--- src/rtl/scratch_pkg.sv ---
// shared widths, vector types and port FSM states, imported by every scratchpad module
package scratch_pkg;

    localparam int DATA_W     = 8;     // byte wide data bus
    localparam int MEM_ADDR_W = 8;     // 256 memory words
    localparam int WB_ADDR_W  = 9;     // top bit picks the difference half

    // stored bytes, bus data and subtrahend
    typedef logic [DATA_W-1:0] data_t;

    // word address into the shared array
    typedef logic [MEM_ADDR_W-1:0] mem_addr_t;

    // full bus address, window bit on top
    typedef logic [WB_ADDR_W-1:0] wb_addr_t;

    // one request in flight per port
    typedef enum logic [1:0] {
        IDLE    = 2'd0,    // waiting for stb
        ACCESS  = 2'd1,    // memory port driven
        RESPOND = 2'd2     // ack high, dat_r valid
    } port_state_t;

endpackage : scratch_pkg
--- src/rtl/wb_port_ctrl.sv ---
// Wishbone classic slave for one scratchpad port that the top level instances twice
`timescale 1ns/1ps

module wb_port_ctrl
    import scratch_pkg::*;
(
    input  logic      clk,
    input  logic      rst,

    // Wishbone classic slave side
    input  logic      cyc,
    input  logic      stb,
    input  logic      we,
    input  wb_addr_t  adr,
    input  data_t     dat_w,
    output data_t     dat_r,
    output logic      ack,

    // shared memory port
    output logic      mem_en,
    output logic      mem_we,
    output mem_addr_t mem_addr,
    output data_t     mem_wdata,
    input  data_t     mem_rdata
);

    port_state_t state;
    port_state_t state_next;

    logic      stb_q;      // stb at the previous edge
    logic      win_q;      // 1 = difference half
    logic      we_q;       // latched write flag
    mem_addr_t addr_q;     // latched word address
    data_t     wdata_q;    // latched write data
    data_t     sub_q;      // port subtrahend

    logic      req;
    logic      sub_load;
    data_t     diff;

    assign req = cyc && stb && !stb_q;    // only a rising strobe starts a request

    // subtrahend is written in ACCESS, at the same edge a memory write would land
    assign sub_load = (state == ACCESS) && we_q && win_q;

    always_comb begin
        state_next = state;
        case (state)
            IDLE: begin
                if (req) begin
                    state_next = ACCESS;
                end
            end
            ACCESS: begin
                state_next = RESPOND;    // single-cycle access
            end
            RESPOND: begin
                state_next = IDLE;       // held stb must drop first
            end
            default: begin
                state_next = IDLE;
            end
        endcase
    end

    always_ff @(posedge clk or posedge rst) begin
        if (rst) begin
            state <= IDLE;
            stb_q <= 1'b0;
            win_q <= 1'b0;
            we_q  <= 1'b0;
        end else begin
            state <= state_next;
            stb_q <= stb;
            if (state == IDLE && req) begin
                win_q <= adr[WB_ADDR_W-1];
                we_q  <= we;
            end
        end
    end

    // address and data of the request
    always_ff @(posedge clk) begin
        if (state == IDLE && req) begin
            addr_q  <= adr[MEM_ADDR_W-1:0];
            wdata_q <= dat_w;
        end
    end

    always_ff @(posedge clk or posedge rst) begin
        if (rst) begin
            sub_q <= '0;
        end else if (sub_load) begin
            sub_q <= wdata_q;
        end
    end

    // Memory is only enabled in ACCESS. A subtrahend write leaves the array
    // alone and every other request reads or writes the latched word.
    assign mem_en    = (state == ACCESS) && !(we_q && win_q);
    assign mem_we    = (state == ACCESS) && we_q && !win_q;
    assign mem_addr  = addr_q;
    assign mem_wdata = wdata_q;

    assign diff = mem_rdata - sub_q;    // wraps modulo 256

    assign ack = (state == RESPOND);

    always_comb begin
        dat_r = '0;
        if (state == RESPOND && !we_q) begin
            dat_r = win_q ? diff : mem_rdata;
        end
    end

    // one ack per request, never back to back
    ack_single: assert property (
        @(posedge clk) disable iff (rst) ack |=> !ack
    ) else $error("ack held for two cycles");

    // the master keeps cyc open until it takes the ack
    ack_has_cyc: assert property (
        @(posedge clk) disable iff (rst) ack |-> cyc
    ) else $error("ack given after the master dropped cyc");

endmodule : wb_port_ctrl

--- config.mk ---
export PLATFORM = sky130hd
export DESIGN_NAME = wb_port_ctrl
export DESIGN_NICKNAME = d
export VERILOG_FILES = /design/src/rtl/scratch_pkg.sv /design/src/rtl/wb_port_ctrl.sv
export SDC_FILE = /design/constraint.sdc
export NUM_CORES = 1
export LEC_CHECK = 0
export ABC_AREA = 1
export BUFFER_PORTS_ARGS = -buffer_cell sky130_fd_sc_hd__buf_2
export CAP_MARGIN = 5
export CORE_MARGIN = 5
export CORE_UTILIZATION = 43
export DETAILED_ROUTE_END_ITERATION = 16
export GPL_TIMING_DRIVEN = 0
export HOLD_SLACK_MARGIN = 0.12
export PLACE_DENSITY = 0.71
export SLEW_MARGIN = 40
export SYNTH_ARGS = -nofsm -noshare
export SYNTH_HDL_FRONTEND = slang
export SYNTH_SLANG_ARGS = --single-unit
export TNS_END_PERCENT = 5
--- constraint.sdc ---
create_clock -name clk -period 2.38 [get_ports clk]
set_input_delay 0.476 -clock clk [delete_from_list [all_inputs] [get_ports clk]]
set_output_delay 0.476 -clock clk [all_outputs]
set_load 0.02 [all_outputs]
==> results of run 1 <==
## repair_timing
item / in CTS / in global routing
buffers inserted: 1 / 0
endpoints found under the setup margin: 2 / 5
resized for setup: 2 / 6
## cells by family after synthesis
| group | after synthesis | synth area share, % |
|---|---|---|
| adders and majority gates | 8 | 7.06 |
| muxes | 2 | 1.97 |
| and+or+nand+nor | 62 | 18.5 |
| AOI/OAI and AO/OA | 19 | 8.70 |
| xor gates and xnor gates | 4 | 2.30 |
| buffers and inverters | 32 | 8.62 |
| DFF | 29 | 52.9 |
## final cells by class
| type | count | area [sq um] |
|---|---|---|
| tap | 46 | 57.6 |
| timing repair buffer | 57 | 295 |
| inverter | 30 | 113 |
| clock inverter | 1 | 5.00 |
| sequential | 29 | 806 |
| fill | 294 | 1430 |
| clock buffer | 7 | 45.0 |
| multi-input combinational | 95 | 618 |
| buffer | 2 | 18.8 |
## worst max path at each step
stage                               startpoint  endpoint  slack, ps  cells past startpoint
after floorplan                   mem_rdata[0]  dat_r[6]        180                     11
after global placement            mem_rdata[0]  dat_r[6]         40                     13
after detailed placement          mem_rdata[0]  dat_r[6]         30                     13
after CTS                 sub_q[0]$_DFFE_PP0P_  dat_r[6]         20                     11
after global routing      sub_q[0]$_DFFE_PP0P_  dat_r[6]       -140                     11
final                     sub_q[0]$_DFFE_PP0P_  dat_r[6]         40                     11
## report_power, final
group          internal [mW]  switching [mW]
logic                  0.307           0.382
clock network          0.115           0.153
registers              0.614          0.0325
## cell usage in the layout, fill, tap and decap left out, types with 7 or more instances in the layout
cell type   n
a21oi_2     9
buf_2      53
dfrtp_1    13
edfxtp_1   16
inv_1      25
nand2_1    27
nand3_1     7
nor2_1     16
## per-layer routing
layer / vias up / track usage, %
met2: 44 / 18.6
met3: 5 / 6.96
met4: 0 / 4.56
li1: 623 / -
met5: - / 0
met1: 527 / 15.3
## stage by stage
| step | TNS [ps] | instance area [sq um] |
|---|---|---|
| after floorplan | 0 | 1520 |
| after global placement | 0 | 1860 |
| after detailed placement | 0 | 1860 |
| after CTS | 0 | 1920 |
| after global routing | -164 | 1960 |
| final | 0 | 1960 |
## flip-flops by register name, indices dropped and copies added (netlist names)
signal     count
mem_wdata      8
mem_addr       8
win_q          1
stb_q          1
we_q           1
state          2
sub_q          8
==> out/results.ini, run 1 <==
[worst_setup_path]
r2r-end=mem_wdata[2]$_DFFE_PP_
cp_common_cell=nand2_1
cp-start-kind=flop
max_stage_delay_ps=360
crit_required_ps=1900
critPathKind=reg2out
cp_num_buf_inv=2
cp-end-kind=output port
arrival_ps=1860
path_cells=ha_1 -> inv_2 -> fa_2 -> nand2_1 -> nand2_1 -> nand3b_1 -> nand3_1 -> nand2_1 -> nor2_1 -> nor2_1 -> buf_4
path_delay_family=adder cells
reg2reg_from=stb_q$_DFF_PP0_
critical_path.max_fanout=2
rrSetupSlack_ps=890
r2r_cells=3
crit_slowest_cell=dfrtp_1

[die]
start_util_pct=45.0
ioPinCount=57
die_w_um=69.5
dieHeight_um=69.5
design.die.area_sq_um=4830
rows=21
core_sq_um=3390

[yosys]
ys_seq_area_share_pct=52.9
yosys.area.top_type_share_pct=31.5
syn-num-nets=194
synth_common_cells=nand2_1, inv_1, edfxtp_1, nor2_1, dfrtp_1
synth.most_common_cell=nand2_1
syn_inst=156
async_flop_share_pct=44.8
synth_seq_cells=29
synth_cell_type_count=26
synth_top_area_cell=edfxtp_1
netlist_top_cells_area=edfxtp_1, dfrtp_1, nand2_1
yosysWarnings=0
synth_area_sq_um=1520
synth_edf_count=16
syn_area_per_cell_sq_um=9.77
synth_ff_type=edfxtp_1

[cts]
clk_latency_ps=320
clock_path_buffers=2
hold_buffers=0
cts_tree=yes
clock_sinks=29
cts_root_buffer=clkbuf_4
htreeDepth=2
cts_buffers=5
clk_pin_slew_ps=80

[routing]
viasPerCell=4.49
dr_total_vias=1199
dr.max_layer_used=met4
route.met3.wl_um=335
routedWlPerCell_um=10.9
wl_met2_um=1260
drt-initial-drc-count=35
drcViolationCount=0
antenna_left=0
wl_met1_um=1270
drt_first_pass_iters=4
wl_um=2910

[sta]
period_minus_slack_ps=2340
timing.fmax_ghz=0.428
setup_viol=0
finClkSkew_ps=11.4
max_slew_margin_pct=52.9
hold_ws_ps=157
timing.final.crit_share_pct=98.3
tightest_slew_ps=706
worst_slack_ps=41.1
rsz0062_at_grt=true
slew_viol_final=0
hold_violations=0

[global_routing]
grt_max_degree=21
grt_pass1_vias=1128
grt_pass1_wl_um=4850
antenna_found_initial=0
grt_util_all_layers_pct=12.6
grt_overflow=0

[placed_design]
place_inst=258
gp_congestion=0.766
port_buffers=56
pre_cts_ws_ps=25.5
dp_hpwl_um=2360

[pwr]
leakage_nw=1.03
p_per_area_nw_per_um2=819
p_total_mw=1.60
vdd_drop_max_uv=420

[layout]
nets=258
fin_cells=267
fin_util_pct=57.8
n_antenna_cell=0
syn_to_final_growth_pct=28.5
drive_gt1_share_pct=43.0

[status]
outcome=complete, no violations

[flow_run]
cap_viol_max_count=0

[hold_path]
min_path_type=in2async

(Power assumes the default switching activity.)
==> run 2, diff against run 1 <==
--- a/config.mk
+++ b/config.mk
@@ -9,11 +9,10 @@
 export BUFFER_PORTS_ARGS = -buffer_cell sky130_fd_sc_hd__buf_2
 export CAP_MARGIN = 5
 export CORE_MARGIN = 5
-export CORE_UTILIZATION = 43
+export CORE_UTILIZATION = 30
 export DETAILED_ROUTE_END_ITERATION = 16
 export GPL_TIMING_DRIVEN = 0
 export HOLD_SLACK_MARGIN = 0.12
-export PLACE_DENSITY = 0.71
 export SLEW_MARGIN = 40
 export SYNTH_ARGS = -nofsm -noshare
 export SYNTH_HDL_FRONTEND = slang
==> out/results.ini, run 2 (same netlist as run 1, synthesis figures left out) <==
[routing]
routedWlPerCell_um=10.7  ; -1.4%
wl_um=3120  ; +7.1%
antenna_left=0  ; unchanged
viasPerCell=4.07  ; -9.4%
drcViolationCount=0  ; unchanged
drt-initial-drc-count=55  ; +57%
dr_total_vias=1180  ; -1.6%
drt_first_pass_iters=4  ; unchanged

[sta]
max_slew_margin_pct=52.3  ; -0.60 points
timing.fmax_ghz=0.422  ; -1.3%
slew_viol_final=0  ; unchanged
worst_slack_ps=9.30  ; -31.8 ps
period_minus_slack_ps=2370  ; +31.8 ps
setup_viol=0  ; unchanged
timing.final.crit_share_pct=99.6  ; +1.3 points
tightest_slew_ps=715  ; +8.95 ps
rsz0062_at_grt=true
finClkSkew_ps=1.35  ; -10.1 ps
hold_violations=0  ; unchanged

[cts]
htreeDepth=2  ; unchanged
cts_root_buffer=clkbuf_8
clock_sinks=29  ; unchanged
hold_buffers=0  ; unchanged
clk_latency_ps=270  ; -50 ps
cts_tree=yes
clock_path_buffers=2  ; unchanged
clk_pin_slew_ps=50  ; -30 ps
cts_buffers=5  ; unchanged

[die]
rows=26  ; +24%
core_sq_um=5010  ; +48%
start_util_pct=30.4  ; -15 points
design.die.area_sq_um=6610  ; +37%
dieHeight_um=81.3  ; +17%
die_w_um=81.3  ; +17%
ioPinCount=57  ; unchanged

[hold_path]
min_path_type=in2async

[status]
outcome=complete, no violations

[global_routing]
grt_overflow=0  ; unchanged
grt_pass1_vias=1297  ; +15%
antenna_found_initial=0  ; unchanged
grt_pass1_wl_um=5510  ; +14%
grt_max_degree=21  ; unchanged
grt_util_all_layers_pct=10.8  ; -1.8 points

[placed_design]
port_buffers=56  ; unchanged
dp_hpwl_um=2560  ; +8.8%
place_inst=282  ; +9.3%
gp_congestion=0.794  ; +3.6%
place_area_sq_um=1890  ; +1.6%
pre_cts_ws_ps=-59.1  ; -84.6 ps

[layout]
n_antenna_cell=0  ; unchanged
syn_to_final_growth_pct=31.2
finalInstanceArea_sq_um=2000  ; +2.1%
layout_commonest_cell=buf_2
final_cell_mix=buf_2, nand2_1, inv_1
nets=258  ; unchanged
fin_cells=290  ; +8.6%
drive_gt1_share_pct=41.8  ; -1.2 points

[pwr]
clkPwrFrac_pct=20.9  ; +4.2 points
p_per_area_nw_per_um2=838  ; +2.4%
internal-power_mw=1.11  ; +6.9%
power_switching_mw=0.569  ; +0.27%
share_comb_of_total_power_pct=40.3  ; -2.6 points
switching_share_pct=34.0  ; -1.4 points
vdd_drop_max_uv=450  ; +7.2%
p_seq_share_pct=38.8  ; -1.5 points
leakage_nw=1.04  ; +0.93%

[worst_setup_path]
critical_path.max_fanout=2  ; unchanged
arrival_ps=1890  ; +30 ps
cp-end-kind=output port
critPathKind=reg2out
cp-start-kind=flop
crit_required_ps=1900  ; about the same

[flow_run]
cap_viol_max_count=0  ; unchanged

[run 2: cell count changes in the layout (fill, tap and decap cells not counted)]
cell      before  now
buf_4          5    4
inv_2          5    4
inv_1         25   26
clkbuf_1       2    1
clkbuf_4       5    0
clkinv_1       0    1
buf_2         53   54
ha_4           2    1
ha_1           5    6
clkinv_2       1    0
clkbuf_8       0    5
[run 2: per-stage QoR]
| stage | TNS, ps | utilization (%) | power, mW | hold WS (ps) |
|---|---|---|---|---|
| 5_1_grt | -228 | 39.9 | 1.83 | 267 |
| 3_3_place_gp | -41.6 | 37.8 | 1.29 | 485 |
| 2_1_floorplan | 0 | - | 1.16 | 353 |
| 4_1_cts | -10.7 | 39.5 | 1.67 | 222 |
| 6_report | 0 | 39.9 | 1.68 | 208 |
| 3_5_place_dp | -59.1 | 37.8 | 1.30 | 493 |
[run 2: cell type report]
type | count | area, sq um
plain buffers | 2 | 18.8
well taps | 70 | 87.6
clock inverters | 1 | 3.75
clock buffers | 6 | 72.6
flip-flops and latches | 29 | 806
multi-input cells | 95 | 606
repair buffers | 57 | 293
fillers | 542 | 3010
inverters | 30 | 113
[run 2: final timing paths]
kind                       cells after the start                      to                 start  slack (ps)
min                                            2         stb_q$_DFF_PP0_                   rst         210
max                                           11                dat_r[6]  sub_q[0]$_DFFE_PP0P_           9
min reg2reg                                    1    state[1]$_DFFE_PP0P_  state[1]$_DFFE_PP0P_         500
min in group clk                               1         stb_q$_DFF_PP0_                   stb         320
max in group asynchronous                      2    sub_q[1]$_DFFE_PP0P_                   rst        1850
max reg2reg                                    3  mem_wdata[1]$_DFFE_PP_  state[0]$_DFFE_PP0P_         890
[run 2: worst max-delay path: stages (launching register included)]
cell and delay [ps]:
dfrtp_1 350, ha_1 150, inv_1 60, fa_2 350
nand2_1 60, nand2_1 70, nand3b_1 110, nand3_1 80
nand2_1 60, nor2_1 40, nor2_1 120, buf_4 160
[run 2: timing repair]
action | CTS | global route
buffers inserted | 1 | 0
gates resized for setup | 2 | 4
endpoints found under the setup margin | 1 | 5
[run 2: power groups by stage]
stage	Sequential [mW]	Combinational (mW)	Clock, mW
after floorplan	0.660	0.504	0
after global placement	0.659	0.627	0
after detailed placement	0.660	0.643	0
after CTS	0.653	0.660	0.362
after global routing	0.659	0.785	0.389
final	0.650	0.675	0.351
[run 2: metal layers]
layer | wire (um) | GRT usage, % | vias to the layer above | part of all wire, %
met5 | 0 | 0 | - | 0
met4 | 51 | 4.22 | 0 | 1.6
met3 | 310 | 4.66 | 7 | 9.9
met2 | 1490 | 18.3 | 46 | 48
met1 | 1260 | 11.7 | 510 | 40
li1 | - | - | 617 | -
==> run 3, diff against run 2 <==
--- a/config.mk
+++ b/config.mk
@@ -6,11 +6,11 @@
 export NUM_CORES = 1
 export LEC_CHECK = 0
 export ABC_AREA = 1
-export BUFFER_PORTS_ARGS = -buffer_cell sky130_fd_sc_hd__buf_2
 export CAP_MARGIN = 5
 export CORE_MARGIN = 5
 export CORE_UTILIZATION = 30
 export DETAILED_ROUTE_END_ITERATION = 16
+export DONT_BUFFER_PORTS = 1
 export GPL_TIMING_DRIVEN = 0
 export HOLD_SLACK_MARGIN = 0.12
 export SLEW_MARGIN = 40
==> out/results.ini, run 3 (same netlist as run 1, synthesis figures left out) <==
[pwr]
p_total_mw=1.64  ; -2.1%
leakage_nw=0.813  ; -22%
p_per_area_nw_per_um2=949  ; +13%
vdd_drop_max_uv=479  ; +6.6%

[die]
die_w_um=81.3  ; unchanged
design.die.area_sq_um=6610  ; unchanged
rows=26  ; unchanged
dieHeight_um=81.3  ; unchanged
core_sq_um=5010  ; unchanged
ioPinCount=57  ; unchanged
start_util_pct=30.4  ; unchanged

[worst_setup_path]
arrival_ps=1810  ; -80 ps
critPathKind=reg2out
r2r-end=mem_addr[1]$_DFFE_PP_
r2r_cells=3  ; unchanged
cp-end-kind=output port
crit_required_ps=1900  ; about the same
critical_path.max_fanout=2  ; unchanged
rrSetupSlack_ps=910  ; +20 ps
reg2reg_from=state[0]$_DFFE_PP0P_
cp-start-kind=flop

[sta]
max_slew_margin_pct=54.2  ; +1.9 points
setup_tns_ps=0  ; unchanged
rsz0062_at_grt=true
tightest_slew_ps=686  ; -28.9 ps
slew_viol_final=0  ; unchanged
timing.final.crit_share_pct=95.9  ; -3.7 points
timing.fmax_ghz=0.438  ; +3.9%
period_minus_slack_ps=2280  ; -88.6 ps
hold_violations=0  ; unchanged
setup_viol=0  ; unchanged
finClkSkew_ps=6.44  ; +5.09 ps

[layout]
layout_commonest_cell=nand2_1
n_fill_cell=522  ; -3.7%
drive_gt1_share_pct=23.5  ; -18 points
syn_to_final_growth_pct=13.5
nets=203  ; -21%
fin_cells=236  ; -19%
n_antenna_cell=0  ; unchanged
finalInstanceArea_sq_um=1730  ; -14%
final_cell_mix=nand2_1, inv_1, edfxtp_1
fin_util_pct=34.5  ; -5.4 points

[routing]
drcViolationCount=0  ; unchanged
drt_first_pass_iters=3  ; -1
dr_total_vias=980  ; -17%
drt-initial-drc-count=30  ; -45%
antenna_left=0  ; unchanged
viasPerCell=4.15  ; +2.1%
routedWlPerCell_um=12.2  ; +14%
wl_um=2880  ; -7.5%

[cts]
htreeDepth=2  ; unchanged
clk_pin_slew_ps=60  ; about the same
cts_buffers=5  ; unchanged
clock_path_buffers=2  ; unchanged
cts_tree=yes
clock_sinks=29  ; unchanged
cts_root_buffer=clkbuf_8
clk_latency_ps=280  ; about the same

[placed_design]
gp_congestion=0.800  ; +0.78%
place_inst=226  ; -20%
dp_hpwl_um=2340  ; -8.6%
place_area_sq_um=1610  ; -15%
port_buffers=0  ; -100%

[global_routing]
grt_pass1_wl_um=4840  ; -12%
antenna_found_initial=0  ; unchanged
grt_overflow=0  ; unchanged
grt_max_degree=21  ; unchanged
grt_pass1_vias=1030  ; -21%
grt_util_all_layers_pct=10.1  ; -0.69 points

[hold_path]
min_path_type=in2reg
min_to=stb_q$_DFF_PP0_
min_path_cells=0
hold_start=stb

[status]
outcome=complete, no violations

[flow_run]
cap_viol_max_count=0  ; unchanged

## run 3: worst max-delay path by stage
| stage | startpoint | end | slack, ps | depth (start not counted) |
|---|---|---|---|---|
| floorplan | mem_rdata[0] | dat_r[6] | 180 | 11 |
| global placement | mem_rdata[0] | dat_r[6] | 30 | 11 |
| detailed placement | mem_rdata[0] | dat_r[6] | 0.8 | 11 |
| CTS | sub_q[0]$_DFFE_PP0P_ | dat_r[6] | 10 | 10 |
| global route | sub_q[0]$_DFFE_PP0P_ | dat_r[6] | -70 | 10 |
| finish | sub_q[0]$_DFFE_PP0P_ | dat_r[6] | 100 | 10 |
## run 3: area by class of cell
type	instances	area, sq um	area share, %
Sequential cell	29	806	46.6
Clock buffer	5	68.8	3.98
Multi-Input combinational cell	95	601	34.7
Clock inverter	3	17.5	1.01
Timing Repair Buffer	2	17.5	1.01
Buffer	2	18.8	1.09
Inverter	30	113	6.51
Tap cell	70	87.6	5.07
## run 3: power breakdown
group          total, mW  internal [mW]  leakage (nW)  switching [mW]
Sequential         0.659          0.616         0.305          0.0435
Combinational      0.603          0.253         0.464           0.350
Clock              0.378          0.201        0.0439           0.177
Total               1.64           1.07         0.813           0.570
## run 3: routing by layer
metal / vias to the layer above / track usage [%] / routed length (um)
met4: 0 / 4.56 / 55
met5: - / 0 / 0
li1: 509 / - / -
met3: 5 / 7.43 / 390
met1: 423 / 11.0 / 1180
met2: 43 / 14.6 / 1260
## run 3: stage by stage
stage / setup WS, ps / hold slack (ps)
finish: 97.9 / 221
floorplan: 177 / 353
CTS: 12.1 / 208
global route: -74.9 / 197
detailed placement: 0.823 / 410
global placement: 25.7 / 406
## run 3: worst max-delay path, cell delays in order, from the launching register on
cell	delay, ps
dfrtp_1	350
ha_1	140
inv_1	60
fa_2	350
nand2_1	70
nand2_1	70
nand3b_1	110
nand3_1	80
nand2_1	60
nor2_1	60
nor2_4	190
## run 3: timing repair
item	in CTS	in global routing
setup endpoints to repair	1	2
gates resized for setup	2	2
hold endpoints to repair	13	0
pin swaps	0	1
gates cloned	0	0
buffers inserted	0	1
hold buffers	1	0
